--- config.mk ---
export PLATFORM = sky130hd
export DESIGN_NAME = vector_buffer
export DESIGN_NICKNAME = d
export VERILOG_FILES = /design/src/rms_front_pkg.sv /design/src/vector_buffer.sv
export SDC_FILE = /design/constraint.sdc
export NUM_CORES = 2
export LEC_CHECK = 0
export ABC_CLOCK_PERIOD_IN_PS = 18800
export BUFFER_PORTS_ARGS = -buffer_cell sky130_fd_sc_hd__buf_2
export CAP_MARGIN = 20
export CORE_ASPECT_RATIO = 0.7
export CORE_MARGIN = 5
export CORE_UTILIZATION = 35
export CTS_CLUSTER_DIAMETER = 80
export CTS_CLUSTER_SIZE = 16
export DETAILED_ROUTE_END_ITERATION = 7
export SLEW_MARGIN = 20
export SYNTH_ARGS = -nofsm -noshare
export SYNTH_HDL_FRONTEND = slang
export SYNTH_MEMORY_MAX_BITS = 65536
export SYNTH_SLANG_ARGS = --single-unit
--- constraint.sdc ---
create_clock -name clk -period 18.8 [get_ports clk]
set_clock_uncertainty 0.05 [all_clocks]
set_input_delay 3.76 -clock clk [delete_from_list [all_inputs] [get_ports clk]]
set_output_delay 3.76 -clock clk [all_outputs]
set_load 0.01 [all_outputs]
--- src/rms_front_pkg.sv ---
`default_nettype none

package rms_front_pkg;

  // --------------------------------------------------------------------------
  // Bus geometry and number formats
  // --------------------------------------------------------------------------
  localparam int lane_count   = 8;
  localparam int fixed_width  = 8;
  localparam int exp_width    = 8;
  localparam int man_width    = 7;
  localparam int exp_bias     = 2 ** (exp_width - 1) - 1;
  localparam int num_width    = 10;
  localparam int sum_width    = 24;
  localparam int scale_width  = 5;

  // One spare slot beyond a 256 element vector
  localparam int buffer_depth = 256 / lane_count + 1;

  typedef logic [$clog2(buffer_depth + 1)-1:0] slot_ptr_t;

  typedef struct packed {
    logic                 sign;
    logic [exp_width-1:0] exponent;
    logic [man_width-1:0] mantissa;
  } bf16_t;

  typedef bf16_t [lane_count-1:0] lane_bf16_t;
  typedef logic [lane_count-1:0] lane_mask_t;
  typedef logic signed [lane_count-1:0][fixed_width-1:0] fixed_lanes_t;

  // Removes a binary point position from a bfloat16 value.
  // The offset is subtracted from exponent and mantissa together, zero is kept
  function automatic bf16_t scale_exponent(
    input bf16_t                         value,
    input logic signed [scale_width-1:0] scale
  );
    logic [exp_width+man_width-1:0] offset;
    logic [exp_width+man_width-1:0] field;
    bf16_t                          result;
    offset = (exp_width + man_width)'(scale) << man_width;
    field  = {value.exponent, value.mantissa} - offset;
    result = '0;
    if (value != '0) begin
      result.sign                      = value.sign;
      {result.exponent, result.mantissa} = field;
    end
    return result;
  endfunction

endpackage

`default_nettype wire

--- src/vector_buffer.sv ---
`timescale 1ns/10ps
`default_nettype none

module vector_buffer #(
  parameter type payload_t = rms_front_pkg::lane_bf16_t
) (
  input  logic                      clk,
  input  logic                      rst_n,
  input  payload_t                  wr_data,
  input  rms_front_pkg::lane_mask_t wr_vld,
  input  logic                      rd_en,
  input  logic                      clear,
  output payload_t                  rd_data,
  output rms_front_pkg::lane_mask_t rd_vld
);

  import rms_front_pkg::*;

  payload_t   mem      [buffer_depth];
  lane_mask_t mask_mem [buffer_depth];
  slot_ptr_t  wr_ptr;
  slot_ptr_t  rd_ptr;
  slot_ptr_t  wr_idx;
  logic       wr_any;

  assign wr_any = |wr_vld;

  // A write on the clear edge lands in slot 0 of the new vector
  assign wr_idx = clear ? '0 : wr_ptr;

  // --------------------------------------------------------------------------
  // Write side
  // --------------------------------------------------------------------------
  always_ff @(posedge clk) begin
    if (wr_any) begin
      mem[wr_idx]      <= wr_data;
      mask_mem[wr_idx] <= wr_vld;
    end
  end

  always_ff @(posedge clk or negedge rst_n) begin
    if (!rst_n) begin
      wr_ptr <= '0;
    end else if (clear) begin
      wr_ptr <= slot_ptr_t'(wr_any);
    end else if (wr_any) begin
      wr_ptr <= wr_ptr + 1'b1;
    end
  end

  // --------------------------------------------------------------------------
  // Read side
  // --------------------------------------------------------------------------
  always_ff @(posedge clk or negedge rst_n) begin
    if (!rst_n) begin
      rd_ptr <= '0;
    end else if (clear) begin
      rd_ptr <= '0;
    end else if (rd_en) begin
      rd_ptr <= rd_ptr + 1'b1;
    end
  end

  always_ff @(posedge clk) begin
    if (rd_en) begin
      rd_data <= mem[rd_ptr];
    end
  end

  // Stored mask of the slot being presented, empty when idle
  always_ff @(posedge clk or negedge rst_n) begin
    if (!rst_n) begin
      rd_vld <= '0;
    end else begin
      rd_vld <= mask_mem[rd_ptr] & {lane_count{rd_en}};
    end
  end

  a_no_overflow: assert property (
    @(posedge clk) disable iff (!rst_n)
    (wr_any && !clear) |-> (wr_ptr < slot_ptr_t'(buffer_depth))
  );

endmodule

`default_nettype wire

* Yosys cells after proc, flatten, opt, wreduce, memory -nomap -nowiden
Memories as Yosys holds them, arrays and structs flattened. A register that Yosys moved wholly into a read port is not among the register bits. Index checks and enable logic that the tools add are counted.
Storage, ports and cells: output and inout port bits 136, flip-flop bits (word level) 20, input bits 140, memories kept 2, bits in writable memories 4488, logic and storage cells 18
Operators by class: reduce and logical (&&, ||, !) cells 3, $add $sub $neg 2, multiplexer cells 7, bitwise gates (word level) 1
Memory list:
- mem | depth 33, width 128, read ports 1, clocked after Yosys merged registers in 1, wr ports 1, RTL line vector_buffer.sv:19 | payload_t mem [buffer_depth];
- mask_mem | depth 33, width 8, read ports 1, clocked after Yosys merged registers in 0, wr ports 1, RTL line vector_buffer.sv:20 | lane_mask_t mask_mem [buffer_depth];
Operators by type and width (number):
- 6-bit 2-to-1 mux | 5
- 6-bit by 1-bit adder with 6-bit output (second input constant) | 2
- 8-bit AND | 1
- 8-bit OR reduction | 1
- 2-bit nonzero test | 2
- 1-bit 2-to-1 mux | 2

* Depth between registers and ports, before layout
word-level depth 3, mapped depth 10, gate-level depth less buffers 5

* Least setup slack after synthesis
OpenSTA, ideal clock, no wires.
path type input to register, start input port wr_vld[0], end memory mask_mem[32][0] (netlist bit) (enable), stages 4, path buffers 0, data required time 17786 ps, library setup time 964 ps, data arrival time 17064 ps, path slack 723 ps, cell sequence nor4_1 -> nand2_1 -> o21ai_0 -> nor4_1
Between the ends: longest elaborated chain between the ends 3
RTL lines:
- start: declaration | RTL line vector_buffer.sv:10 | input rms_front_pkg::lane_mask_t wr_vld,
- 8-bit OR reduction | RTL line vector_buffer.sv:26 | assign wr_any = |wr_vld;
- 1-bit 2-to-1 mux | RTL line vector_buffer.sv:35 | if (wr_any) begin
- 1-bit 2-to-1 mux (not written as such) | RTL line vector_buffer.sv:37 | mask_mem[wr_idx] <= wr_vld;
- end: declaration | RTL line vector_buffer.sv:20
No other way between the ends.

* Final worst setup path
start input port wr_vld[1], end memory mem[20][5] (netlist bit) (enable)
Between the ends: longest elaborated chain between the ends 3
RTL lines:
- 8-bit OR reduction | RTL line vector_buffer.sv:26
- 1-bit 2-to-1 mux | RTL line vector_buffer.sv:35
- 1-bit 2-to-1 mux (not written as such) | RTL line vector_buffer.sv:36 | mem[wr_idx] <= wr_data;
- end: declaration | RTL line vector_buffer.sv:19
No other way between the ends.

==> impl_metrics.ini <==
[drt]
via_per_inst = 5.53
routed_wirelength_mm = 448
ant_nets = 0
dr.pass1.iters = 5
drt_iter0_drc = 9839
drc = 0
dr_total_vias = 80400
routedWlPerCell_um = 30.8

[synthesis]
syn_area_sq_um = 175000
syn_area_per_cell_sq_um = 23.6
yosys-top-cells-area = edfxtp_1, mux4_2, mux2_2, a211oi_1, o22ai_1
ys.warnings.count = 0
async_flop_share = 0.00431
syn_nets = 7560
netlist_instances = 7418
synth_top_area_cell = edfxtp_1
yosysSeqAreaShare = 0.794
ys_types = 46
synth_edf_count = 4616
synth_ff_type = edfxtp_1
ys_seq_elements = 4636
synth_top_area_frac = 0.791

[grt]
antenna_found_initial = 86
overflow = 0
track_usage = 0.169
grt_pass1_wl_mm = 633
grt_pass1_vias = 80600
grt_start_max_net_pins = 142

[final_layout]
regArea_sq_um = 139000
drive_gt1_frac = 0.283
instances_no_fill = 14600
nets = 7935
layout_common_cells = edfxtp_1, mux4_2, clkbuf_16
area_delta_synth_final_pct = 10.5
stdcell_area_sq_um = 194000
multi_input_comb_area_sq_um = 34300
final_common_cell = edfxtp_1
nFillCells = 43900

[floorplanning]
core_area_sq_um = 499000
die_w_um = 856
dieHeight_um = 602
start_util = 0.351
dieArea_sq_um = 515000
rows = 217
io_pins = 276

[clock_network]
cts_hold_buf = 0
post_cts_buffers = 0
clock_latency_ns = 0.92
cts_tree = done
post_cts_resized = 0
cts.sinks = 4636
htree_levels = 5
cts-root-buf = clkbuf_16
numCtsBuffers = 334
clock_path_buffers = 4
clkTransAtPathRegs_ns = 0.07

[critical_path]
cp.required_ns = 19.25
critical_path_class = input port to flip-flop
start_kind = input port
crit_start = wr_vld[1]
critPathCaptureType = flip-flop
worst-path-max-fanout = 44
r2r-start = rd_ptr[1]
worst_ep_arrival_time_ns = 7.70

[sta]
finalMaxSlewViolations = 0
period_needed_ns = 7.25
setup_viol = 0
fin_setup_tns_ns = 0
hold_viol = 0
max_slew_margin = 0.187
tightestPinTransition_ns = 1.22
max_freq_mhz = 138
holdWs_ns = 0.454
rsz0062_at_grt = no
finalCritPeriodShare = 0.386

[outcome]
outcome = completed

[hold_path]
hp-class = flip-flop to flip-flop
min_from = mask_mem[32][2]

[power_and_ir_drop]
ir_drop_mv = 0.0746
leakage_nw = 57.3
power_density_nw_per_um2 = 101

[placed_design]
gp_congestion = 0.774
placedCellCount = 14100
dp_hpwl_mm = 253
place_area_sq_um = 185000
portBuffers = 275

[run]
cap_violations = 0
-- final timing paths --
kind,slack [ns],to,depth (start not counted)
hold / removal,0.45,rd_vld[2],1
max in group asynchronous,15.27,rd_ptr[1],1
hold reg to reg,0.45,rd_vld[2],1
setup / recovery,11.55,mem[20][5],8
min in group asynchronous,2.88,rd_vld[2],1
setup reg to reg,12.25,rd_data[50],9
-- metal layers --
layer | share of wire | track usage | wire [um] | vias up
met2 | 0.48 | 0.276 | 216000 | 3544
met1 | 0.42 | 0.244 | 187000 | 44000
met3 | 0.076 | 0.0268 | 34000 | 622
li1 | - | - | - | 32200
met4 | 0.023 | 0.0329 | 10200 | 6
met5 | 0.000078 | 0 | 35 | -
-- worst max-delay path: stages --
cell,delay (ns)
buf_2,0.49
nor4_1,0.27
nand2_1,0.29
and3b_1,0.29
nand2_1,0.28
nor2_4,0.83
buf_4,0.60
buf_4,0.67
-- synthesized netlist by cell type, drive strengths merged, types with 2 or more instances --
cell type,count
clkbuf,160
nor4,43
o21ai,51
nor2b,139
a211oi,178
nand4,3
nor3,30
xnor2,2
edfxtp,4616
nand2b,8
dfrtp,20
xor2,6
nand3b,4
nand3,5
a2111oi,2
mux4,1090
o221ai,33
a21o,43
a21oi,5
buf,253
nor2,76
o22ai,181
ha,2
or2,6
mux2,263
mux2i,64
o31ai,30
or3,4
nand2,89
-- metrics by stage --
step	utilization	power (mW)	setup slack, ns
finish	0.388	19.6	11.55
detailed placement	0.370	13.2	10.57
CTS	0.388	19.8	11.58
global placement	0.370	13.2	10.45
global route	0.388	20.3	11.38
floorplan	-	12.7	0.723
-- state kept, by name, summed over array words and instances, names as in the netlist --
| register | count |
|---|---|
| mask_mem | 264 |
| mem | 4224 |
| rd_data | 128 |
| rd_ptr | 6 |
| rd_vld | 8 |
| wr_ptr | 6 |
-- power by group --
part           internal (mW)  switching [mW]  leakage (nW)  total (mW)
Clock                   3.27            3.35          4.35        6.62
Combinational          0.566           0.816          10.9        1.38
Sequential              11.5          0.0589          42.0        11.6
-- layout make-up --
cell class,instances,area share
flip-flops and latches,4636,0.718
inverters,2,0.0000646
clock buffers,379,0.0450
well taps,6679,0.0431
repair buffers,452,0.0150
diodes,20,0.000258
clock inverters,15,0.000872
multi-input cells,2367,0.177
-- cell families after synthesis --
family,after synthesis,synth area share
flip-flops,4636,0.794
AO/OA/AOI/OAI,531,0.0210
multiplexers,1417,0.161
XOR/XNOR,8,0.000400
buffers and inverters,415,0.0118
adder cells (fa/ha/maj),2,0.000143
AND/OR/NAND/NOR,409,0.0120
(Power assumes the default switching activity.)
