### config.mk
export PLATFORM = sky130hd
export DESIGN_NAME = in_data_convert
export DESIGN_NICKNAME = d
export VERILOG_FILES = /design/src/rms_front_pkg.sv /design/src/i2flt_bf16.sv /design/src/in_data_convert.sv
export SDC_FILE = /design/constraint.sdc
export NUM_CORES = 1
export LEC_CHECK = 0
export ABC_AREA = 1
export BUFFER_PORTS_ARGS = -buffer_cell sky130_fd_sc_hd__buf_4
export CORE_ASPECT_RATIO = 1.25
export CORE_MARGIN = 2
export CORE_UTILIZATION = 35
export CTS_CLUSTER_DIAMETER = 60
export DETAILED_ROUTE_END_ITERATION = 10
export HOLD_SLACK_MARGIN = 0.12
export PLACE_DENSITY_LB_ADDON = 0.08
export SYNTH_ARGS = -nofsm -noshare
export SYNTH_HDL_FRONTEND = slang
export SYNTH_HIERARCHICAL = 1
export SYNTH_SLANG_ARGS = --single-unit
### constraint.sdc
create_clock -name clk -period 2.6 [get_ports clk]
set_input_delay 0.13 -clock clk [delete_from_list [all_inputs] [get_ports clk]]
set_output_delay 0.13 -clock clk [all_outputs]
set_load 0.02 [all_outputs]
### src/rms_front_pkg.sv
`default_nettype none

package rms_front_pkg;

  // --------------------------------------------------------------------------
  // Bus geometry and number formats
  // --------------------------------------------------------------------------
  localparam int lane_count   = 8;
  localparam int fixed_width  = 8;
  localparam int exp_width    = 8;
  localparam int man_width    = 7;
  localparam int exp_bias     = 2 ** (exp_width - 1) - 1;
  localparam int num_width    = 10;
  localparam int sum_width    = 24;
  localparam int scale_width  = 5;

  // One spare slot beyond a 256 element vector
  localparam int buffer_depth = 256 / lane_count + 1;

  typedef logic [$clog2(buffer_depth + 1)-1:0] slot_ptr_t;

  typedef struct packed {
    logic                 sign;
    logic [exp_width-1:0] exponent;
    logic [man_width-1:0] mantissa;
  } bf16_t;

  typedef bf16_t [lane_count-1:0] lane_bf16_t;
  typedef logic [lane_count-1:0] lane_mask_t;
  typedef logic signed [lane_count-1:0][fixed_width-1:0] fixed_lanes_t;

  // Removes a binary point position from a bfloat16 value.
  // The offset is subtracted from exponent and mantissa together, zero is kept
  function automatic bf16_t scale_exponent(
    input bf16_t                         value,
    input logic signed [scale_width-1:0] scale
  );
    logic [exp_width+man_width-1:0] offset;
    logic [exp_width+man_width-1:0] field;
    bf16_t                          result;
    offset = (exp_width + man_width)'(scale) << man_width;
    field  = {value.exponent, value.mantissa} - offset;
    result = '0;
    if (value != '0) begin
      result.sign                      = value.sign;
      {result.exponent, result.mantissa} = field;
    end
    return result;
  endfunction

endpackage

`default_nettype wire

### src/i2flt_bf16.sv
`timescale 1ns/10ps
`default_nettype none

module i2flt_bf16 #(
  parameter int in_width = 8
) (
  input  logic signed [in_width-1:0] a,
  output rms_front_pkg::bf16_t       z
);

  import rms_front_pkg::*;

  logic                sign;
  logic [in_width-1:0] abs_val;
  logic [in_width-1:0] norm;
  int                  msb;

  always_comb begin
    sign    = a[in_width-1];
    abs_val = sign ? in_width'(-a) : in_width'(a);

    // Position of the leading one
    msb = 0;
    for (int i = 0; i < in_width; i++) begin
      if (abs_val[i]) begin
        msb = i;
      end
    end

    // Leading one moves to the top bit, the bits below it become the mantissa
    norm = abs_val << (in_width - 1 - msb);

    if (abs_val == '0) begin
      z = '0;
    end else begin
      z.sign     = sign;
      z.exponent = exp_width'(msb + exp_bias);
      z.mantissa = norm[in_width-2 -: man_width];
    end
  end

endmodule

`default_nettype wire

### src/in_data_convert.sv
`timescale 1ns/10ps
`default_nettype none

module in_data_convert (
  input  logic                                      clk,
  input  logic                                      rst_n,
  input  logic signed [rms_front_pkg::scale_width-1:0] in_scale_pos,
  input  logic                                      in_scale_pos_vld,
  input  rms_front_pkg::fixed_lanes_t               in_fixed_data,
  input  rms_front_pkg::lane_mask_t                 in_fixed_data_vld,
  output rms_front_pkg::lane_bf16_t                 x_float,
  output rms_front_pkg::lane_mask_t                 x_vld,
  output logic signed [rms_front_pkg::scale_width-1:0] scale_pos
);

  import rms_front_pkg::*;

  lane_bf16_t lane_flt;

  // Input scale position, held until reconfigured
  always_ff @(posedge clk or negedge rst_n) begin
    if (!rst_n) begin
      scale_pos <= '0;
    end else if (in_scale_pos_vld) begin
      scale_pos <= in_scale_pos;
    end
  end

  // --------------------------------------------------------------------------
  // Per-lane conversion
  // --------------------------------------------------------------------------
  for (genvar i = 0; i < lane_count; i++) begin : g_lane
    i2flt_bf16 #(
      .in_width(fixed_width)
    ) u_i2flt (
      .a(signed'(in_fixed_data[i])),
      .z(lane_flt[i])
    );
  end

  always_ff @(posedge clk) begin
    for (int i = 0; i < lane_count; i++) begin
      x_float[i] <= scale_exponent(lane_flt[i], scale_pos);
    end
  end

  // Lane valids follow the data by one register
  always_ff @(posedge clk or negedge rst_n) begin
    if (!rst_n) begin
      x_vld <= '0;
    end else begin
      x_vld <= in_fixed_data_vld;
    end
  end

endmodule

`default_nettype wire

# --- Word-level counts from Yosys, hierarchy flattened ---
# Cells that the tools add are included.
totals:
  latchBits: 0
  mem_bits_rw: 0
  reg_bits: 141
  out_inout_bits: 141
  rom_bits: 0
  word_cells: 154
  n_memories: 0
classes:
  n_addsub: 32
  order_cmp: 0
  n_mux: 72
  mul: 0
  bitwise: 0
  reduce_logical: 16
  shifts: 8
  n_div: 0
  eq_ne: 0
ops:
  columns: ["operator", "count"]
  rows:
  - ["8-bit by 32-bit left shift with 7-bit output", 8]
  - ["16-bit 2-to-1 mux", 8]
  - ["16-bit nonzero test", 8]
  - ["15-bit subtractor", 8]
  - ["3-bit 2-to-1 mux", 32]
  - ["3-bit by 7-bit adder with 8-bit output, second input constant", 8]
  - ["8-bit zero test", 8]
  - ["8-bit 2-to-1 mux", 8]
  - ["8-bit negator", 8]
  - ["2-bit 2-to-1 mux", 16]
  - ["3-bit by 3-bit subtractor with 4-bit output, first input constant", 8]
  - ["1-bit 2-to-1 mux", 8]

# --- Depth between registers and ports, before layout ---
logic_depth:
  depth_word: 13
  mapped_depth: 24

# --- By module ---
# The synthesis kept the hierarchy.
modules_own_cells:
  columns: ["module", "area_each_um2", "instances", "cells_each"]
  rows:
  - ["in_data_convert", 6498.7, 1, 835]
  - ["i2flt_bf16", 611.8, 8, 119]

# --- Worst setup path before layout ---
# Ideal clock, no wire load.
synth_path:
  kind: "input to register"
  start: "input port in_fixed_data[0] (netlist bit)"
  end: "register x_float[14] (netlist bit)"
  setup_time_ns: 0.115
  arrival_time_ns: 2.423
  required_time_ns: 2.485
  slack_ns: 0.062
  cell_stages: 20
  cell_sequence: "inv_2 > ha_1 > nand3_1 > nand3b_1 > nand2_2 > nor2_1 > nand2_1 > nand2_4 > inv_2 > ha_1 > ha_1 > inv_1 > nand2_1 > inv_1 > ha_1 > or2_1 > nand3_1 > nand3_1 > nand2_1 > nor2_1"
synth_lines:
  columns: ["element", "line", "rtl"]
  rows:
  - ["start: declaration", "in_data_convert.sv:9", "input rms_front_pkg::fixed_lanes_t in_fixed_data,"]
  - ["end signal: indexed assignment", "in_data_convert.sv:43", "x_float[i] <= scale_exponent(lane_flt[i], scale_pos);"]
  - ["end: declaration", "in_data_convert.sv:11", "output rms_front_pkg::lane_bf16_t x_float,"]

==> summary.txt <==
Worst setup path
  • Critical path launch point type: input port
  • Setup CP Type: input port to register
  • Critical path required time: 2.95 ns
  • R2R setup slack: just under 0.5 ns
  • CP max FO: 13
  • CP Launch Point: in_fixed_data[55]
  • Reg2reg start: scale_pos[2]$_DFFE_PN0P_
  • Worst path arrival time: about 2.8 ns
  • Critical path endpoint category: register

Floorplan
  • Die Area: around 0.034 mm2
  • Row count: 73
  • Starting Density: 0.356
  • Die height: 206 um
  • Die X-Extent: roughly 170 um
  • CORE AREA: around 0.032 mm2
  • Num ports: roughly 220

Timing
  • Finish-stage setup viols: 0
  • Worst Max-Slew Pin Slew: 0.890 ns
  • Tmin final: ~2.4 ns
  • Hold Vio Cnt, Final: 0
  • Period utilization: 0.939
  • Fmax: just over 400 MHz
  • Final Max Slew Viols: 0
  • Worst slew margin: 0.406
  • Skew final: 0.00953 ns

Final layout
  • Layout area overhead: 40.1%
  • Reg area: 0.00289 mm2
  • Fin nets: 2361
  • Finished Core Util: 0.499
  • Commonest cells after routing, fill and taps aside: nand2_1 (463), buf_4 (453), inv_1 (228)
  • Area of the multi-input gates: 0.00707 mm2
  • Commonest non-fill, non-tap cell in the layout: nand2_1
  • Number of fill cells: ~3.3k
  • Final Instance Count excl. Fillers: roughly 2.6k
  • Ratio of cells with drive above 1 in the final layout: 0.340

Synth
  • Synth Area per Inst: between 6 and 7 um2
  • Syn_nets: a little under 2k
  • Cell Area, Synth: roughly 0.011 mm2
  • Syn Inst Count: 1787
  • Sequential share of the synthesized area: 0.253
  • Post-synth cell types: 37
  • Yosys warning total: 6
  • Seq cells post-synth: ~140

Clock tree
  • Clock Path Buffers: 2
  • Clock Pin Slew Worst Setup and Hold Paths: ~0.06 ns
  • CTS sink cnt: between 100 and 150
  • CTS tree: built
  • H-tree levels: 4
  • Worst skew pair latency: approximately 0.45 ns
  • Total CTS buffers: 17
  • CTS Root Cell: clkbuf_16

Drt
  • DRC viols: 0
  • DR vias: between 10k and 15k
  • Drt total wl: between 30 and 40 mm
  • WL/cell: roughly 12 um
  • DRT Pass-1 Iters: 5
  • DRT iter0 DRCs: 413
  • Post-route ant nets: 0
  • Avg Vias per Cell: between 4 and 5

Job
  • Max_cap viols: 0

Hold path
  • HP Class: input port to register
  • HP Start: in_fixed_data[60]

GRT
  • Global-route wire length before repair: ~50 mm
  • Grt total ovfl: 0
  • Vias in the first global route: approximately 11k
  • Gr usage total: 0.185
  • Largest net degree at the start of global routing: 17
  • Antenna violations before repair: 2

Placed design
  • Gpl congestion: roughly 0.84
  • Placed insts: 2549
  • HPWL reported at the end of detailed placement: roughly 25 mm
  • Port bufs: 220

Run status
  • Outcome: complete, no violations

Power and ir drop
  • Leakage: 8.83 nW
  • Peak supply drop: a little under 0.0005 V
  • Power Dens Cells: approximately 640 mW/mm2
sequential cells by signal, indices dropped and copies added (netlist names):
register   cells
x_float      128
x_vld          8
scale_pos      5
stage by stage:
step	setup WS [ns]	setup TNS (ns)	area [um2]	hold WS, ns	power, mW
2_1_floorplan	0.0624	0	11400	-0.166	5.75
3_3_place_gp	-0.101	-2.41	14700	0.00419	7.63
3_5_place_dp	-0.175	-3.89	14700	0.00482	7.66
4_1_cts	0.0170	0	15600	0.146	10.2
5_1_grt	-0.0228	-0.0454	16000	0.184	10.9
6_report	0.159	0	16000	0.167	10.2
cell usage after synthesis (all sizes together):
master  number  area, um2
a21boi       6       45.0
a21oi       81        405
a22oi        1       7.51
and2         8       50.1
buf         42        373
clkbuf      64        240
clkinv       8       40.0
conb         8       30.0
dfrtp       13        325
dfxtp      128       2560
fa           8        160
ha          80       1000
inv        280       1050
mux2         1       11.3
nand2      559       2340
nand3      183        996
nand3b      17        128
nand4        8       50.1
nor2       198        826
nor3        17        186
nor3b        2       15.0
o211ai       8       60.1
o21ai       28        170
or2         10       62.6
xnor2       15        131
xor2        14        123
metal layers:
layer  share of wire  up-vias  wire length [um]  track usage
met1            0.42     5164             13200        0.211
met3           0.050       27              1560       0.0405
met5               0        -                 0            0
met4           0.015        0               473       0.0551
li1                -     6294                 -            -
met2            0.51      197             15900        0.343
path summary, 6_finish.rpt:
path	cells past startpoint	to
max	21	x_float[108]$_SDFF_PN0_
min	7	x_float[117]$_SDFF_PN0_
max reg2reg	7	x_float[12]$_SDFF_PN0_
min reg2reg	2	x_float[87]$_SDFF_PN0_
max in group asynchronous	3	scale_pos[4]$_DFFE_PN0P_
min in group asynchronous	3	x_vld[2]$_DFF_PN0_
report_power, final:
part / switching, mW / leakage [nW] / total [mW] / internal (mW)
sequential: 0.216 / 1.23 / 2.92 / 2.70
combinational: 2.70 / 7.32 / 4.82 / 2.12
clock: 1.07 / 0.278 / 2.42 / 1.35
cell type report:
type                       instances  share of cell area
antenna                            2            0.000314
clock buffer                      18              0.0269
clock inverter                    14             0.00933
inverter                         288              0.0683
multi-input combinational       1252               0.443
sequential                       141               0.181
tap                              412              0.0323
timing repair buffer             493               0.239
critical path, cell delays in order:
cell and delay (ns):
dlygate4sd3_1 0.55, buf_6 0.15, inv_2 0.08, nand2_1 0.06
and2_1 0.16, nand2_1 0.09, nand2_1 0.09, nand2_4 0.07
inv_2 0.04, ha_1 0.19, ha_1 0.28, inv_1 0.05
nand2_1 0.06, inv_2 0.08, ha_4 0.21, a21oi_2 0.14
nand2_2 0.11, nand2_2 0.08, nand3_1 0.07, nand2_1 0.06
nor2_1 0.04
kinds of logic after synthesis:
logic type	count (synthesis)	synth area share
flops	141	0.253
fa+ha+maj	88	0.102
compound gates	124	0.0604
other cells	8	0.00264
xor+xnor	29	0.0223
buf+inv	394	0.150
mux	1	0.000988
simple gates	1002	0.409
timing repair:
| action | in CTS | in global routing |
|---|---|---|
| setup buffers | 0 | 2 |
| gates resized for setup | 0 | 69 |
| hold buffers | 32 | 0 |
| endpoints found under the hold margin | 34 | 0 |
| setup endpoints to repair | 0 | 33 |
Power figures use the tool's default switching activity.
