File: src/rms_front_pkg.sv
`default_nettype none

package rms_front_pkg;

  // --------------------------------------------------------------------------
  // Bus geometry and number formats
  // --------------------------------------------------------------------------
  localparam int lane_count   = 8;
  localparam int fixed_width  = 8;
  localparam int exp_width    = 8;
  localparam int man_width    = 7;
  localparam int exp_bias     = 2 ** (exp_width - 1) - 1;
  localparam int num_width    = 10;
  localparam int sum_width    = 24;
  localparam int scale_width  = 5;

  // One spare slot beyond a 256 element vector
  localparam int buffer_depth = 256 / lane_count + 1;

  typedef logic [$clog2(buffer_depth + 1)-1:0] slot_ptr_t;

  typedef struct packed {
    logic                 sign;
    logic [exp_width-1:0] exponent;
    logic [man_width-1:0] mantissa;
  } bf16_t;

  typedef bf16_t [lane_count-1:0] lane_bf16_t;
  typedef logic [lane_count-1:0] lane_mask_t;
  typedef logic signed [lane_count-1:0][fixed_width-1:0] fixed_lanes_t;

  // Removes a binary point position from a bfloat16 value.
  // The offset is subtracted from exponent and mantissa together, zero is kept
  function automatic bf16_t scale_exponent(
    input bf16_t                         value,
    input logic signed [scale_width-1:0] scale
  );
    logic [exp_width+man_width-1:0] offset;
    logic [exp_width+man_width-1:0] field;
    bf16_t                          result;
    offset = (exp_width + man_width)'(scale) << man_width;
    field  = {value.exponent, value.mantissa} - offset;
    result = '0;
    if (value != '0) begin
      result.sign                      = value.sign;
      {result.exponent, result.mantissa} = field;
    end
    return result;
  endfunction

endpackage

`default_nettype wire

File: src/i2flt_bf16.sv
`timescale 1ns/10ps
`default_nettype none

module i2flt_bf16 #(
  parameter int in_width = 8
) (
  input  logic signed [in_width-1:0] a,
  output rms_front_pkg::bf16_t       z
);

  import rms_front_pkg::*;

  logic                sign;
  logic [in_width-1:0] abs_val;
  logic [in_width-1:0] norm;
  int                  msb;

  always_comb begin
    sign    = a[in_width-1];
    abs_val = sign ? in_width'(-a) : in_width'(a);

    // Position of the leading one
    msb = 0;
    for (int i = 0; i < in_width; i++) begin
      if (abs_val[i]) begin
        msb = i;
      end
    end

    // Leading one moves to the top bit, the bits below it become the mantissa
    norm = abs_val << (in_width - 1 - msb);

    if (abs_val == '0) begin
      z = '0;
    end else begin
      z.sign     = sign;
      z.exponent = exp_width'(msb + exp_bias);
      z.mantissa = norm[in_width-2 -: man_width];
    end
  end

endmodule

`default_nettype wire

File: src/square_accumulator.sv
`timescale 1ns/10ps
`default_nettype none

module square_accumulator (
  input  logic                                      clk,
  input  logic                                      rst_n,
  input  logic [rms_front_pkg::num_width-1:0]       in_k,
  input  logic                                      in_k_vld,
  input  rms_front_pkg::fixed_lanes_t               in_fixed_data,
  input  rms_front_pkg::lane_mask_t                 in_fixed_data_vld,
  input  logic signed [rms_front_pkg::scale_width-1:0] scale_pos,
  input  logic                                      clear,
  output rms_front_pkg::bf16_t                      sum_sq,
  output logic                                      sum_sq_vld
);

  import rms_front_pkg::*;

  logic [num_width-1:0]     k;
  logic                     gate;
  logic [2*fixed_width-1:0] square [lane_count];
  lane_mask_t               square_vld;
  logic [num_width-1:0]     cnt;
  logic [num_width-1:0]     nxt_cnt;
  logic [sum_width-1:0]     sum;
  logic [sum_width-1:0]     nxt_sum;
  logic                     done;
  bf16_t                    sum_flt;

  always_ff @(posedge clk or negedge rst_n) begin
    if (!rst_n) begin
      k <= '0;
    end else if (in_k_vld) begin
      k <= in_k;
    end
  end

  // Input gate closes once the K-th element is in and reopens on clear
  always_ff @(posedge clk or negedge rst_n) begin
    if (!rst_n) begin
      gate <= 1'b0;
    end else if (clear) begin
      gate <= 1'b0;
    end else if (done) begin
      gate <= 1'b1;
    end
  end

  // --------------------------------------------------------------------------
  // Stage 1 registers the squares
  // --------------------------------------------------------------------------
  always_ff @(posedge clk) begin
    if (!gate || clear) begin
      for (int i = 0; i < lane_count; i++) begin
        square[i] <= signed'(in_fixed_data[i]) * signed'(in_fixed_data[i]);
      end
    end
  end

  always_ff @(posedge clk or negedge rst_n) begin
    if (!rst_n) begin
      square_vld <= '0;
    end else begin
      square_vld <= (gate && !clear) ? '0 : in_fixed_data_vld;
    end
  end

  // --------------------------------------------------------------------------
  // Stage 2 accumulates in lane order up to K
  // --------------------------------------------------------------------------
  always_comb begin
    nxt_cnt = cnt;
    nxt_sum = sum;
    for (int i = 0; i < lane_count; i++) begin
      if (square_vld[i] && nxt_cnt < k) begin
        nxt_cnt = nxt_cnt + 1'b1;
        nxt_sum = nxt_sum + sum_width'(square[i]);
      end
    end
  end

  always_ff @(posedge clk or negedge rst_n) begin
    if (!rst_n) begin
      cnt  <= '0;
      sum  <= '0;
      done <= 1'b0;
    end else if (clear) begin
      cnt  <= '0;
      sum  <= '0;
      done <= 1'b0;
    end else begin
      cnt  <= nxt_cnt;
      sum  <= nxt_sum;
      // Fires only on the edge where the count reaches K
      done <= (cnt < k) && (nxt_cnt == k);
    end
  end

  // --------------------------------------------------------------------------
  // Stage 3 converts the sum to scaled bfloat16
  // --------------------------------------------------------------------------
  i2flt_bf16 #(
    .in_width(sum_width)
  ) u_i2flt_sum (
    .a(signed'(sum)),
    .z(sum_flt)
  );

  always_ff @(posedge clk) begin
    if (done) begin
      sum_sq <= scale_exponent(sum_flt, scale_pos);
    end
  end

  always_ff @(posedge clk or negedge rst_n) begin
    if (!rst_n) begin
      sum_sq_vld <= 1'b0;
    end else begin
      sum_sq_vld <= done;
    end
  end

  a_single_pulse: assert property (
    @(posedge clk) disable iff (!rst_n) sum_sq_vld |=> !sum_sq_vld
  );

  a_cnt_in_range: assert property (
    @(posedge clk) disable iff (!rst_n) cnt <= k
  );

endmodule

`default_nettype wire

File: config.mk
export PLATFORM = sky130hd
export DESIGN_NAME = square_accumulator
export DESIGN_NICKNAME = d
export VERILOG_FILES = /design/src/rms_front_pkg.sv /design/src/i2flt_bf16.sv /design/src/square_accumulator.sv
export SDC_FILE = /design/constraint.sdc
export NUM_CORES = 2
export LEC_CHECK = 0
export ABC_AREA = 1
export BUFFER_PORTS_ARGS = -buffer_cell sky130_fd_sc_hd__buf_4
export CELL_PAD_IN_SITES_DETAIL_PLACEMENT = 0
export CELL_PAD_IN_SITES_GLOBAL_PLACEMENT = 2
export CORE_ASPECT_RATIO = 0.5
export CORE_MARGIN = 10
export CORE_UTILIZATION = 39
export DETAILED_ROUTE_END_ITERATION = 6
export GPL_TIMING_DRIVEN = 0
export HOLD_SLACK_MARGIN = 0.1
export PLACE_DENSITY = 0.87
export SLEW_MARGIN = 20
export SYNTH_ARGS = -nofsm -noshare
export SYNTH_HDL_FRONTEND = slang
export SYNTH_SLANG_ARGS = --single-unit
File: constraint.sdc
create_clock -name clk -period 20.1 [get_ports clk]
set_clock_uncertainty 0.15 [all_clocks]
set_input_delay 1.005 -clock clk [delete_from_list [all_inputs] [get_ports clk]]
set_output_delay 1.005 -clock clk [all_outputs]
set_load 0.01 [all_outputs]
* Yosys cells after proc, flatten, opt, wreduce, memory -nomap -nowiden
Memories as Yosys holds them, arrays and structs flattened.
Index checks and enable logic that the tools add are counted.
** Storage, ports and cells
- RAM bits :: 128
- Memories :: 1
- Input bits :: 91
- Logic and storage cells :: 114
- Register bits :: 71
** Memories
- square :: depth 8, bits a word 16, rd ports 8, clocked after Yosys merged registers in 0, wr ports 8, RTL line square_accumulator.sv:21 : logic [2*fixed_width-1:0] square [lane_count];
** Cells by class
- Reduce and logical (&&, ||, !) cells :: 16
- Eq/ne operators :: 1
- $add $sub $neg :: 20
- $lt $le $gt $ge :: 8
- $mul :: 8
- Multiplexer cells :: 49
- Shift-type cells :: 1
** Operators by type and width (count)
- 24-bit 2-to-1 mux :: 10
- 24-bit by 16-bit adder with 24-bit output :: 8
- 8-bit by 8-bit multiplier with 16-bit output :: 8
- 10-bit 2-to-1 mux :: 9
- 10-bit by 1-bit adder with 10-bit output, second input constant :: 8
- 10-bit less-than comparator :: 8
- 5-bit 2-to-1 mux :: 8
- 4-bit 2-to-1 mux :: 8
- 24-bit by 32-bit left shift with 23-bit output :: 1
- 24-bit logical NOT :: 1
- 24-bit negation :: 1
- 16-bit 2-to-1 mux :: 1
- 16-bit nonzero test :: 1
- 15-bit subtractor :: 1
- 3-bit 2-to-1 mux :: 4
- 10-bit equality test :: 1
- 1-bit logical AND :: 10
- 5-bit by 7-bit adder with 8-bit output, second input constant :: 1
- 8-bit 2-to-1 mux :: 1
- 1-bit 2-to-1 mux :: 6
- 5-bit by 5-bit subtractor with 6-bit output, first input constant :: 1
- 2-bit 2-to-1 mux :: 2
- 1-bit logical NOT :: 2
- 2-bit nonzero test :: 1
- 1-bit logical OR :: 1

* Longest topological paths before layout
- Word-level depth :: 29
- Depth in mapped cells :: 110

* Hierarchy
A second synthesis with hierarchy kept.
** Second synthesis, totals
- Cell total of the unflattened synthesis :: 5089
- Area total of the unflattened synthesis :: 37528.5 um2
** Modules (own cells, without submodules)
- square_accumulator :: times used 1, area each 35246.3 um2, cells an instance 4622, sequential area each 5460.2 um2
- i2flt_bf16 :: times used 1, area each 2282.2 um2, cells an instance 467, sequential area each 0.0 um2

* Worst setup path after synthesis
No wires, ideal clock.
- Kind :: register to register
- Start point :: register k[5]
- End point :: register sum[20]
- Arrival time :: 16.412 ns
- Stages on the path, launching flop included :: 103
- Setup slack :: 3.444 ns
- Clock period less this slack :: 16.656 ns
- Required time :: 19.856 ns
- Setup time :: 0.094 ns
- Path buffers :: 10
- Cells stage by stage :: dfrtp_1 -> inv_1 -> ha_1 -> nand2_1 -> inv_1 -> nand2_1 -> nand2_1 -> a21oi_1 -> nand3_2 -> buf_6 -> nor4_1 -> nand4_1 -> xor2_1 -> inv_1 -> ha_1 -> a211oi_1 -> o221a_2 -> nand2_4 -> [67 not listed] -> inv_1 -> o21ai_0 -> nand3_1 -> nand2_1 -> nand3_1 -> nand2_1 -> nand3_1 -> nand2_1 -> nand3_1 -> nand2_1 -> a21oi_1 -> o21ai_0 -> inv_1 -> nor2_1 -> nand2_1 -> nor2_4 -> a21oi_1 -> a211oi_1
** On the way
- Word-level cells in the longest chain between the ends :: 25
- Elaborated cells between the ends (all ways) :: 45
- Those cells by class :: 13 x add/sub; 8 x order compare; 16 x mux; 8 x reduce/logical
** RTL lines
- from (decl) :: RTL line square_accumulator.sv:19 : logic [num_width-1:0] k;
- from (signal assigned) :: RTL line square_accumulator.sv:34 : k <= in_k;
- branches (longest 23 deep; another with 24-bit by 16-bit adder with 24-bit output)
- 24-bit 2-to-1 mux * :: RTL line square_accumulator.sv:75 : if (square_vld[i] && nxt_cnt < k) begin
- 24-bit 2-to-1 mux * :: RTL line square_accumulator.sv:87 : end else if (clear) begin
- to (signal assigned) :: RTL line square_accumulator.sv:93 : sum <= nxt_sum;
- to (decl) :: RTL line square_accumulator.sv:25 : logic [sum_width-1:0] sum;
Every way passes the cells marked *.
A chain may end at the register's enable or synchronous reset.

* Final worst setup path
- Start point :: register k[4]
- End point :: register sum[20]
Same word-level chain as after synthesis.

==> impl_metrics.py <==
metrics = {
    "critical_path": {
        "regToRegStartpoint": "k[4]",
        "start_kind": "flop",
        "crit_start": "k[4]",
        "r2r-end": "sum[20]",
        "r2r_cells": 104,
        "critPathKind": "flop to flop",
        "setup.worst_path.end": "sum[20]",
        "critPathArrivalTime_ns": 18.68,
        "worstPathRequired_ns": 20.36,
        "crit_top_cell": "nand2_1",
        "cpPeakStageDelay_ns": 0.48,
        "reg2reg_slack_ns": 1.68,
        "cp_max_fo": 10,
        "end_kind": "flop",
        "crit_slowest_cell": "dfrtp_1",
    },
    "floorplanning": {
        "die_w_um": 456,
        "chipHeight_um": 238,
        "core_mm2": 0.0936,
        "start_util_pct": 39.6,
        "rows": 79,
        "io_pins": 108,
        "die_area_mm2": 0.108,
    },
    "synth": {
        "synth.most_common_cell": "nand2_1",
        "synth_area_leaders": "fa_1 20%, ha_1 14%, edfxtp_1 11%, nand2_1 10%, inv_1 10%",
        "synth_ff_type": "edfxtp_1",
        "yosys.area.top_type": "fa_1",
        "synth_edf_count": 136,
        "ys_ff_latch": 191,
        "synth_top_area_share_pct": 20.2,
        "yosysSeqAreaShare_pct": 14.7,
        "yosys_warnings": 0,
        "synth_cells": 4958,
        "syn_area_per_cell_um2": 7.47,
        "synth_nets": 5846,
        "synth-async-reset-ratio_pct": 28.8,
        "synth_area_mm2": 0.0370,
        "synth_commonest_cells": "1005 x nand2_1, 999 x inv_1, 423 x ha_1",
        "ys_types": 67,
    },
    "clock_network": {
        "htree_levels": 4,
        "path_clk_slew_ns": 0.07,
        "numCtsBuffers": 17,
        "clk-insertion-delay-late_ns": 0.51,
        "cts_sinks": 191,
        "cts_hold_buf": 0,
        "root_buffer": "clkbuf_16",
        "cts_tree": "done",
        "cts_max_path_buffers": 2,
    },
    "placed_design": {
        "hpwl_um": 82400,
        "place.gp.congestion": 0.867,
        "port_buffers": 89,
    },
    "final_layout": {
        "multi_input_comb_area_mm2": 0.0273,
        "area_delta_synth_final_pct": 8.73,
        "drive_above_1_share_pct": 6.90,
        "nFillCells": 9724,
        "fin_nets": 5977,
        "final_util_pct": 43.0,
        "regArea_mm2": 0.00546,
    },
    "timing": {
        "worst_pin_slew_ns": 1.37,
        "min_period_over_period_pct": 91.6,
        "finalHoldViolCount": 0,
        "fin_crit_ns": 18.42,
        "setup_viol": 0,
        "slew_violations": 0,
        "fmax_ghz": 0.0543,
        "slew_headroom_pct": 7.69,
        "whs_ns": 0.402,
    },
    "drt": {
        "drc": 0,
        "routed_wl_um": 96500,
        "drt-initial-drc-count": 1808,
        "drt_pass1_iterations": 5,
        "vias": 31070,
        "viasPerCell": 4.89,
        "wire_per_inst_um": 15.2,
        "drt.antenna.violating_nets": 0,
    },
    "global_route": {
        "grt-busiest-layer": "met2",
        "antenna_found_initial": 4,
        "grt.met1_usage_pct": 25.5,
        "grt_pass1_wl_um": 158000,
        "grt_usage_pct": 17.8,
        "grt_max_degree": 75,
        "met3_usage_pct": 2.25,
        "grt_overflow": 0,
        "met2_usage_pct": 28.6,
        "grt_pass1_vias": 30658,
    },
    "outcome": {
        "status": "completed",
    },
    "worst_hold_path": {
        "hold_class": "input port to asynchronous set/reset pin",
    },
    "job": {
        "max_cap_viol_count": 0,
    },
}
[through the flow]
step,setup slack [ns],setup TNS [ns],cells,cell area [um^2]
floorplan,3.44,0,4958,37000
global placement,-1.87,-19.98,6302,39300
detailed placement,-1.73,-14.70,6303,39300
CTS,0.0534,0,6335,40000
global route,-0.0599,-0.0599,6357,40300
finish,1.68,0,6359,40300
[cells by family (layout without fill, tap and decap cells)]
kind of cell,after synthesis,count (layout),share of synthesized area (%)
buffers and inverters,1171,1315,12.0
adders and majority gates,797,797,34.5
AOI/OAI and AO/OA,716,716,10.8
and+or+nand+nor,1761,1761,20.3
xor gates and xnor gates,320,320,7.59
other,0,2,0
DFF,191,191,14.7
muxes,2,2,0.0540
[critical path, delay by kind of cell, from the launching register on]
family	cells	cell delay, ns
buffers and inverters	22	3.42
AOI/OAI and AO/OA	19	3.99
DFF	1	0.48
adders and majority gates	9	2.61
and+or+nand+nor	49	6.38
xor gates and xnor gates	5	1.21
[layout by cell type (no fill, tap or decap), types with 16 or more instances in the layout]
| master | count |
|---|---|
| a211oi_1 | 16 |
| a21oi_1 | 301 |
| a31oi_1 | 16 |
| buf_4 | 116 |
| clkbuf_1 | 116 |
| clkbuf_16 | 19 |
| dfrtp_1 | 55 |
| edfxtp_1 | 136 |
| fa_1 | 374 |
| ha_1 | 423 |
| inv_1 | 989 |
| inv_2 | 25 |
| nand2_1 | 1005 |
| nand2_2 | 28 |
| nand3_1 | 192 |
| nand4_1 | 53 |
| nor2_1 | 323 |
| nor3_1 | 36 |
| o21a_1 | 18 |
| o21ai_0 | 250 |
| o21ai_1 | 23 |
| or2_2 | 45 |
| xnor2_1 | 143 |
| xor2_1 | 174 |
[timing repair]
action | 4_1_cts | 5_1_grt
buffers inserted | 1 | 22
cloned | 0 | 0
resized for setup | 10 | 30
setup endpoints to repair | 31 | 30
[final cells by class]
type | count | area share (%)
multi-input combinational | 3596 | 67.7
timing repair buffer | 113 | 2.16
inverter | 1027 | 9.67
tap | 1255 | 3.90
clock buffer | 21 | 1.22
buffer | 143 | 1.50
clock inverter | 11 | 0.308
antenna | 2 | 0.0124
sequential | 191 | 13.6
[worst min path at each step]
stage	to	slack [ns]	cells past startpoint	start
after floorplan	done	0.41	5	k[6]
after global placement	done	0.48	4	k[9]
after detailed placement	done	0.48	4	k[9]
after CTS	sum_sq_vld	0.40	1	rst_n
after global routing	sum_sq_vld	0.44	1	rst_n
final	sum[8]	0.40	1	rst_n
[layer usage]
| layer | share of wire, % | routed length [um] |
|---|---|---|
| met1 | 50 | 48500 |
| met2 | 44 | 42400 |
| met3 | 4.0 | 3820 |
| met4 | 1.8 | 1720 |
| met5 | 0.012 | 12 |
[sequential cells by signal (all words and copies together) (netlist names)]
signal,cells
cnt,10
done,1
gate,1
k,10
square,120
square_vld,8
sum,24
sum_sq,16
sum_sq_vld,1
Power is left out: the tool's default activity adds up to more than one toggle a clock period on the data nets, which glitch-free logic cannot reach.
