## config.mk

```make
export PLATFORM = sky130hd
export DESIGN_NAME = replay_control
export DESIGN_NICKNAME = d
export VERILOG_FILES = /design/src/rms_front_pkg.sv /design/src/replay_control.sv
export SDC_FILE = /design/constraint.sdc
export NUM_CORES = 1
export LEC_CHECK = 0
export BUFFER_PORTS_ARGS = -buffer_cell sky130_fd_sc_hd__buf_2
export CAP_MARGIN = 0
export CORE_MARGIN = 1.5
export CORE_UTILIZATION = 59
export CTS_BUF_LIST = sky130_fd_sc_hd__clkbuf_8
export CTS_CLUSTER_DIAMETER = 60
export DETAILED_ROUTE_END_ITERATION = 10
export PLACE_DENSITY = 0.82
export SLEW_MARGIN = 15
export SYNTH_ARGS = -nofsm -noshare
export SYNTH_HDL_FRONTEND = slang
export SYNTH_SLANG_ARGS = --single-unit
```

## constraint.sdc

```tcl
create_clock -name clk -period 4.9 [get_ports clk]
set_input_delay 0.245 -clock clk [delete_from_list [all_inputs] [get_ports clk]]
set_output_delay 0.245 -clock clk [all_outputs]
set_load 0.03 [all_outputs]
```

## src/rms_front_pkg.sv

```systemverilog
`default_nettype none

package rms_front_pkg;

  // --------------------------------------------------------------------------
  // Bus geometry and number formats
  // --------------------------------------------------------------------------
  localparam int lane_count   = 8;
  localparam int fixed_width  = 8;
  localparam int exp_width    = 8;
  localparam int man_width    = 7;
  localparam int exp_bias     = 2 ** (exp_width - 1) - 1;
  localparam int num_width    = 10;
  localparam int sum_width    = 24;
  localparam int scale_width  = 5;

  // One spare slot beyond a 256 element vector
  localparam int buffer_depth = 256 / lane_count + 1;

  typedef logic [$clog2(buffer_depth + 1)-1:0] slot_ptr_t;

  typedef struct packed {
    logic                 sign;
    logic [exp_width-1:0] exponent;
    logic [man_width-1:0] mantissa;
  } bf16_t;

  typedef bf16_t [lane_count-1:0] lane_bf16_t;
  typedef logic [lane_count-1:0] lane_mask_t;
  typedef logic signed [lane_count-1:0][fixed_width-1:0] fixed_lanes_t;

  // Removes a binary point position from a bfloat16 value.
  // The offset is subtracted from exponent and mantissa together, zero is kept
  function automatic bf16_t scale_exponent(
    input bf16_t                         value,
    input logic signed [scale_width-1:0] scale
  );
    logic [exp_width+man_width-1:0] offset;
    logic [exp_width+man_width-1:0] field;
    bf16_t                          result;
    offset = (exp_width + man_width)'(scale) << man_width;
    field  = {value.exponent, value.mantissa} - offset;
    result = '0;
    if (value != '0) begin
      result.sign                      = value.sign;
      {result.exponent, result.mantissa} = field;
    end
    return result;
  endfunction

endpackage

`default_nettype wire

```

## src/replay_control.sv

```systemverilog
`timescale 1ns/10ps
`default_nettype none

module replay_control (
  input  logic                                clk,
  input  logic                                rst_n,
  input  logic [rms_front_pkg::num_width-1:0] in_data_num,
  input  logic                                in_data_num_vld,
  input  logic                                sum_sq_vld,
  output logic                                rd_en,
  output logic                                out_last
);

  import rms_front_pkg::*;

  logic [num_width-1:0] data_num;
  logic [num_width:0]   rd_cnt;
  logic                 last_slot;

  always_ff @(posedge clk or negedge rst_n) begin
    if (!rst_n) begin
      data_num <= '0;
    end else if (in_data_num_vld) begin
      data_num <= in_data_num;
    end
  end

  // Slot being issued now covers the tail of the vector
  assign last_slot = (rd_cnt + (num_width + 1)'(lane_count)) >= {1'b0, data_num};

  // --------------------------------------------------------------------------
  // Read enable and element count
  // --------------------------------------------------------------------------
  always_ff @(posedge clk or negedge rst_n) begin
    if (!rst_n) begin
      rd_en <= 1'b0;
    end else if (sum_sq_vld) begin
      rd_en <= 1'b1;
    end else if (rd_en && last_slot) begin
      rd_en <= 1'b0;
    end
  end

  always_ff @(posedge clk or negedge rst_n) begin
    if (!rst_n) begin
      rd_cnt <= '0;
    end else if (out_last) begin
      rd_cnt <= '0;
    end else if (rd_en) begin
      rd_cnt <= rd_cnt + (num_width + 1)'(lane_count);
    end
  end

  // Registered like the buffer read, so it lines up with the final beat
  always_ff @(posedge clk or negedge rst_n) begin
    if (!rst_n) begin
      out_last <= 1'b0;
    end else begin
      out_last <= rd_en && last_slot;
    end
  end

  a_no_restart: assert property (
    @(posedge clk) disable iff (!rst_n) sum_sq_vld |-> !rd_en
  );

endmodule

`default_nettype wire

```

Word level (Yosys, flattened, before mapping) --
Index checks and enable logic that the tools add are counted.
Storage, ports and cells: word-level logic and storage cells 13, output and inout bits 2, RAM bits 0, latch bits 0, flip-flop bits (word level) 23, ROM bits 0, bits of input ports 14, memories kept 0
Cells by class: $lt $le $gt $ge 1, reductions and logical operators 3, $mul 0, $add $sub $neg 1, equality and inequality tests 0, mux-type cells 4, bitwise gates (word level) 0, div/mod/pow operators 0, shifts and indexed selects 0
Operators with widths (number):
- $mux 11 | 2
- $add 11x4->11 const B | 1
- $ge 11x10->1 | 1
- $reduce_bool 2->1 | 2
- $mux 1 | 2
- $logic_and 1x1->1 | 1

Longest topological paths before layout --
Gate-level depths: netlist of the first run.
word-level depth 5, depth in mapped cells 9, mapped depth without buffers 8

Worst setup path after synthesis of the first run --
Ideal clock, no wire load.
kind reg2reg, from register rd_cnt[5], to register rd_en, arrival 1893 ps, setup slack 2883 ps, required time 4776 ps, stages on the path, launching flop included 9, period minus slack after synthesis 2017 ps, buffers on the path 1, setup time 124 ps, path through dfrtp_1 and3_1 buf_6 xor2_1 ha_1 nand4_1 or4_1 a41oi_2 o41ai_1
Between the ends: longest elaborated chain between the ends 4
RTL lines:
- start, declared | line replay_control.sv:17 | logic [num_width:0] rd_cnt;
- start signal, assigned | line replay_control.sv:50 | rd_cnt <= rd_cnt + (num_width + 1)'(lane_count);
- $add 11x4->11 | line replay_control.sv:29 | assign last_slot = (rd_cnt + (num_width + 1)'(lane_count)) >= {1'b0, data_num};
- $ge 11x10->1 | line replay_control.sv:29
- $logic_and 1x1->1 | line replay_control.sv:39 | end else if (rd_en && last_slot) begin
- $reduce_bool 2->1 (no line)
- end signal, assigned | line replay_control.sv:36 | rd_en <= 1'b0;
- end signal, assigned | line replay_control.sv:38 | rd_en <= 1'b1;
- end signal, assigned | line replay_control.sv:40 | rd_en <= 1'b0;
- end, declared | line replay_control.sv:10 | output logic rd_en,
Every way passes these cells. A chain may end at the register's enable or synchronous reset.

Worst setup path in the final report of the first run --
from register rd_cnt[3], to register rd_en
The elaborated chain is that of the path after synthesis.

==> metrics.md, run 1 <==
| Metric | Value |
|---|---|
| Seq cells post-synth | 20 |
| First-pass GRT wire length | 3170 um |
| Drt wl/cell | 13.1 um |
| Adder-cell share of the synthesized area | 9.31% |
| DR vias | 795 |
| Synth Area in XOR/XNOR | 9.78% |
| Vias in the first global route | 778 |
| Critical path arrival | 2.35 ns |
| Antenna cells | 0 |
| Initial antenna violation count | 0 |
| Root Driver | clkbuf_8 |
| CP Launch Type | register |
| Initial Utilization | 62.2% |
| Dominant synthesized flop cell | dfrtp_1 |
| Tcrit/Tclk final | 45.0% |
| Mean Syn Cell Area | 10.0 um^2 |
| # rows | 15 |
| Die area | 0.00209 mm^2 |
| Worst slew pin tran | 0.445 ns |
| Final setup vio count | 0 |
| CP required | 5.05 ns |
| Compound-Gate Fraction of Synth Area | 9.90% |
| Most frequent cells in the layout | dfrtp_1, buf_2, nand2_1 |
| Net Count, Synth | 129 |
| Maximum clock rate | 453 MHz |
| RSZ-0062 raised after global routing | no |
| Via/cell ratio | 5.48 |
| Cell family with most CP delay | compound AO/OA/AOI/OAI gates |
| CTS max path bufs | 2 |
| Fin Setup TNS | 0 ns |
| Multiplexer share of the synthesized area | 4.07% |
| Slowest-stage cell, CP | dfrtp_1 |
| Drc violations | 0 |
| Slew HR | 70.3% |
| Final Hold Vio Count | 0 |
| Clock Skew | 0.00207 ns |
| WL final | 1900 um |
| Die Wd | 45.7 um |
| Yosys warning count | 0 |
| Most common cell after layout, fill and taps aside | dfrtp_1 |
| Slew Limit Fails | 0 |
| DRT Pass-1 Iters | 4 |
| GRT Residual Overflow | 0 |
| Register area share after synthesis | 46.6% |
| Final ANT Viol Nets | 0 |
| Skew-Pair Late Insertion Delay | 0.25 ns |
| Global-route usage over all layers | 21.8% |
| Die height | 45.7 um |
| Hold Path Class | in -> reg |
| Htree depth | 1 |
| Max VDD drop | 0.306 mV |
| Run status | completed |
| PwrDens | 479 mW/mm^2 |
| Yosys cell types | 28 |
| Async set-reset flop share out of synthesis | 100% |
| Total Nets Final | 144 |
| Util after Layout | 69.5% |
| CTS Buf Count | 3 |
| Post-synth EDFFs | 0 |
| Share of layout cells above drive strength 1 | 20.0% |
| Most frequent CP cell | ha_1 |
| Post-Synth Simple-Gate Area | 13.9% |
| Fillers | 131 |
| Post-Syn Instances | 107 |
| Dpl hpwl | 1420 um |
| Main combinational cell family by area after synthesis | simple AND/OR/NAND/NOR gates |
| Crit path time final | 2.21 ns |
| Area grow syn2layout | 11.6% |
| Final Wtd Congestion | 0.842 |
| Synthesized area | 0.00107 mm^2 |
| Clock sink total | 20 |
| CP endpoint kind | register |
| Crit path max fanout | 4 |
| Max-Cap Viols | 0 |
| Port bufs | 15 |
| Largest net degree at the start of global routing | 21 |
| Clock slew at reported path FFs | 0.07 ns |
| Crit-path cells | ha_1, nand3_1, xnor2_1, ha_1, o21a_1, o21ai_0, a41oi_2, o41ai_1 |
| Max stage delay on crit path | 0.40 ns |
| Worst Path Buf+Inv | 0 |
| CTS tree | built |
| Placed Cells | 141 |
| Leak | 0.601 nW |
| Detailed Route Iter0 Violations | 13 |
| Area of the core | 0.00173 mm^2 |
| IO Pins | 16 |
| Filler-free cell count of the finished design | 145 |
| CP Class | reg -> reg |
==> Yosys cell counts (2+ instances only) <==
master,number,area (um^2)
buf_2,2,10.0
clkbuf_1,2,7.51
dfrtp_1,20,500
ha_1,8,100
inv_1,10,37.5
mux2_2,3,33.8
nand2_1,11,41.3
nand3_1,3,15.0
nand4_1,4,25.0
nor2_1,8,30.0
o21ai_0,9,45.0
xnor2_1,4,35.0
xor2_1,8,70.1
==> through the flow <==
stage	setup WS (ns)	cell area, um^2	hold slack (ns)	power, mW
final	2.69	1200	0.183	0.575
after global routing	2.51	1200	0.191	0.619
after CTS	2.71	1200	0.184	0.577
after detailed placement	2.76	1150	0.210	0.469
after global placement	2.85	1150	0.200	0.455
after floorplan	2.88	1070	-0.0506	0.428
==> flip-flops by register name (all words and copies together) (netlist names) <==
signal and count:
rd_cnt 8, out_last 1, data_num 10, rd_en 1
==> routing by layer <==
metal	global-route usage, %	up-vias	share of wire (%)
li1	-	385	-
met1	24.2	383	43
met2	38.0	20	51
met3	3.97	7	3.5
met4	12.9	0	2.5
met5	0	-	0
==> worst paths after layout <==
check / to / cells after the start / slack [ns] / start
max in group asynchronous: data_num[1]$_DFFE_PN0P_ / 2 / 4.11 / rst_n
max reg2reg: rd_en$_DFFE_PN0P_ / 8 / 2.69 / rd_cnt[3]$_DFFE_PN0N_
min: rd_en$_DFFE_PN0P_ / 3 / 0.18 / sum_sq_vld
min reg2reg: data_num[0]$_DFFE_PN0P_ / 1 / 0.52 / data_num[0]$_DFFE_PN0P_
max: rd_en$_DFFE_PN0P_ / 8 / 2.69 / rd_cnt[3]$_DFFE_PN0N_
min in group asynchronous: data_num[8]$_DFFE_PN0P_ / 2 / 0.48 / rst_n
==> repair_timing <==
item | CTS | global route
resized for setup | 0 | 0
hold buffers | 1 | 0
setup buffers | 0 | 0
hold endpoints to repair | 20 | 0
==> area by class of cell <==
| type | count | area, um^2 | share of cell area [%] |
|---|---|---|---|
| multi-input cells | 71 | 504 | 42.0 |
| flip-flops and latches | 20 | 500 | 41.7 |
| repair buffers | 16 | 85.1 | 7.09 |
| clock buffers | 3 | 41.3 | 3.44 |
| inverters | 10 | 37.5 | 3.13 |
| well taps | 25 | 31.3 | 2.61 |
==> cell families after synthesis <==
family          Yosys count
buf+inv                  16
fa+ha+maj                 8
compound gates           16
flops                    20
mux                       4
xor+xnor                 12
simple gates             31
==> power by group <==
part	total, mW	internal, mW	switching, mW
combinational	0.219	0.102	0.117
clock	0.104	0.0547	0.0493
sequential	0.252	0.201	0.0503
==> worst register-to-register path, cell delays in order, from the launching register on <==
cell and delay [ns]:
dfrtp_1 0.40, ha_1 0.26, nand3_1 0.15, xnor2_1 0.20, ha_1 0.25, o21a_1 0.20, o21ai_0 0.24, a41oi_2 0.08
o41ai_1 0.32
(Power assumes the default switching activity.)
==> inputs of run 2 (changes only) <==
--- a/config.mk
+++ b/config.mk
@@ -8,11 +8,11 @@
 export BUFFER_PORTS_ARGS = -buffer_cell sky130_fd_sc_hd__buf_2
 export CAP_MARGIN = 0
 export CORE_MARGIN = 1.5
-export CORE_UTILIZATION = 59
+export CORE_UTILIZATION = 58
 export CTS_BUF_LIST = sky130_fd_sc_hd__clkbuf_8
 export CTS_CLUSTER_DIAMETER = 60
 export DETAILED_ROUTE_END_ITERATION = 10
-export PLACE_DENSITY = 0.82
+export PLACE_DENSITY = 0.81
 export SLEW_MARGIN = 15
 export SYNTH_ARGS = -nofsm -noshare
 export SYNTH_HDL_FRONTEND = slang
==> constraint.sdc (replaced) <==
create_clock -name clk -period 2.1 [get_ports clk]
set_input_delay 0.105 -clock clk [delete_from_list [all_inputs] [get_ports clk]]
set_output_delay 0.105 -clock clk [all_outputs]
set_load 0.03 [all_outputs]
==> metrics.md, run 2 (synthesized netlist as in run 1, its figures left out) <==
| Metric | Value |
|---|---|
| Port bufs | 15 (unchanged) |
| Share of layout cells above drive strength 1 | 26.6% (+6.6 points) |
| Overall power | 1.59 mW (+180%) |
| Slew Limit Fails | 0 (unchanged) |
| CTS max path bufs | 2 (unchanged) |
| Fillers | 125 (-4.6%) |
| Final Hold Vio Count | 0 (unchanged) |
| Min Hold Slack | 0.0264 ns (-0.157 ns) |
| DR vias | 798 (+0.38%) |
| Largest net degree at the start of global routing | 21 (unchanged) |
| Clock sink total | 20 (unchanged) |
| Clock slew at reported path FFs | 0.07 ns (about the same) |
| Int Pwr | 1.03 mW (+190%) |
| Drt wl/cell | 13.0 um (-0.58%) |
| Max-Cap Viols | 0 (unchanged) |
| Worst Hold End | rd_en$_DFFE_PN0P_ |
| Die area | 0.00212 mm^2 (+1.6%) |
| Psw | 0.550 mW (+150%) |
| Final setup vio count | 0 (unchanged) |
| Htree depth | 1 (unchanged) |
| CP endpoint kind | register |
| Die Wd | 46.0 um (+0.80%) |
| CTS Buf Count | 3 (unchanged) |
| Run status | completed |
| CP Class | reg -> reg |
| Worst R2R Start | rd_cnt[3]$_DFFE_PN0N_ |
| Reg power frac | 36.8% (-7.0 points) |
| Total Nets Final | 147 (+2.1%) |
| PwrDens | 1230 mW/mm^2 (+160%) |
| Initial Utilization | 62.2% (unchanged) |
| Util after Layout | 74.3% (+4.9 points) |
| Area of the core | 0.00173 mm^2 (unchanged) |
| Slew HR | 71.9% (+1.6 points) |
| Max reg flops | 10 (unchanged) |
| CP required | 2.30 ns (-2.75 ns) |
| Combinational share of power | 39.2% (+1.1 points) |
| Detailed Route Iter0 Violations | 10 (-3) |
| WL final | 1940 um (+2.2%) |
| Hold path depth | 3 (unchanged) |
| Vias in the first global route | 746 (-4.1%) |
| Reg2Reg Capture Point | out_last$_DFF_PN0_ |
| Drc violations | 0 (unchanged) |
| Final Wtd Congestion | 0.844 (+0.31%) |
| Worst slew pin tran | 0.422 ns (-0.0233 ns) |
| Leak | 0.634 nW (+5.5%) |
| Max VDD drop | 0.908 mV (+200%) |
| Global-route usage over all layers | 20.9% (-0.82 points) |
| Crit path time final | 2.03 ns (-0.174 ns) |
| Top reg by flops | data_num |
| Most common cell after layout, fill and taps aside | dfrtp_1 |
| Final ANT Viol Nets | 0 (unchanged) |
| Initial antenna violation count | 0 (unchanged) |
| Area grow syn2layout | 19.4% |
| DRT Pass-1 Iters | 3 (-1) |
| R2R depth | 7 (-1) |
| Root Driver | clkbuf_8 |
| CP Launch Type | register |
| CTS tree | built |
| Post-placement cell area | 0.00117 mm^2 (+2.0%) |
| Biggest regs | data_num: 10 flops, rd_cnt: 8 flops |
| Layout Cell Area excl Fill | 0.00128 mm^2 (+7.0%) |
| Hold wc startpoint | sum_sq_vld |
| Most frequent cells in the layout | dfrtp_1, buf_2, nand2_1 |
| Crit path max fanout | 4 (unchanged) |
| Post-CTS Setup Repair Bufs | 0 (unchanged) |
| Worst R2R Setup Slack | 0.07 ns (-2.63 ns) |
| Tcrit/Tclk final | 96.8% (+52 points) |
| Clk pwr share | 24.0% (+5.9 points) |
| GRT Residual Overflow | 0 (unchanged) |
| Die height | 46.0 um (+0.80%) |
| Maximum clock rate | 492 MHz (+8.6%) |
| # rows | 15 (unchanged) |
| Critical path arrival | 2.23 ns (-0.12 ns) |
| Antenna cells | 0 (unchanged) |
| IO Pins | 16 (unchanged) |
| Clock Skew | 0.00223 ns (+0.000159 ns) |
| Skew-Pair Late Insertion Delay | 0.26 ns (about the same) |
| Dpl hpwl | 1380 um (-2.6%) |
| First-pass GRT wire length | 3110 um (-2.0%) |
| Hold Path Class | in -> reg |
| Sw Share | 34.7% (-3.0 points) |
| Via/cell ratio | 5.36 (-2.3%) |
run 2: final cells by class:
| class | instances | area [um^2] | area share (%) |
|---|---|---|---|
| Timing Repair Buffer | 19 | 108 | 8.38 |
| Clock inverter | 1 | 30.0 | 2.34 |
| Multi-Input combinational cell | 71 | 534 | 41.6 |
| Clock buffer | 3 | 41.3 | 3.22 |
| Sequential cell | 20 | 502 | 39.1 |
| Inverter | 10 | 37.5 | 2.92 |
| Tap cell | 25 | 31.3 | 2.44 |
run 2: how the worst max path moves through the flow:
stage	from	to	cells past startpoint
floorplan	rd_cnt[5]$_DFFE_PN0N_	rd_en$_DFFE_PN0P_	8
global placement	rd_cnt[3]$_DFFE_PN0N_	rd_en$_DFFE_PN0P_	7
detailed placement	rd_cnt[3]$_DFFE_PN0N_	out_last$_DFF_PN0_	7
CTS	rd_cnt[3]$_DFFE_PN0N_	out_last$_DFF_PN0_	7
global route	rd_cnt[3]$_DFFE_PN0N_	out_last$_DFF_PN0_	7
finish	rd_cnt[3]$_DFFE_PN0N_	out_last$_DFF_PN0_	7
run 2: power by group through the flow:
stage / Clock (mW) / Sequential [mW] / Combinational, mW
3_5_place_dp: 0 / 0.572 / 0.559
6_report: 0.380 / 0.584 / 0.621
5_1_grt: 0.400 / 0.597 / 0.696
3_3_place_gp: 0 / 0.568 / 0.534
4_1_cts: 0.386 / 0.566 / 0.577
2_1_floorplan: 0 / 0.554 / 0.444
run 2: per-layer routing:
| layer | vias to the layer above | routed length, um | global-route usage [%] |
|---|---|---|---|
| met3 | 6 | 61 | 3.57 |
| li1 | 391 | - | - |
| met4 | 0 | 45 | 10.9 |
| met2 | 19 | 968 | 35.0 |
| met1 | 382 | 862 | 25.5 |
| met5 | - | 0 | 0 |
run 2: stage by stage:
stage / setup WS [ns] / TNS, ns / cells
3_3_place_gp: 0.0584 / 0 / 144
4_1_cts: 0.0402 / 0 / 149
2_1_floorplan: 0.0829 / 0 / 107
6_report: 0.0669 / 0 / 149
5_1_grt: -0.00130 / -0.00130 / 149
3_5_place_dp: 0.0300 / 0 / 144
run 2: what timing repair did:
action,in CTS,in global routing
endpoints found under the setup margin,1,2
pin swaps,0,1
hold buffers,1,0
resized for setup,1,6
endpoints found under the hold margin,20,0
run 2: worst max-delay path, cell delays in order, from the launching register on:
cell	delay, ns
dfrtp_2	0.45
ha_4	0.19
xor2_1	0.14
ha_1	0.30
nand4_1	0.09
or4_1	0.44
a41oi_2	0.20
o31a_1	0.17
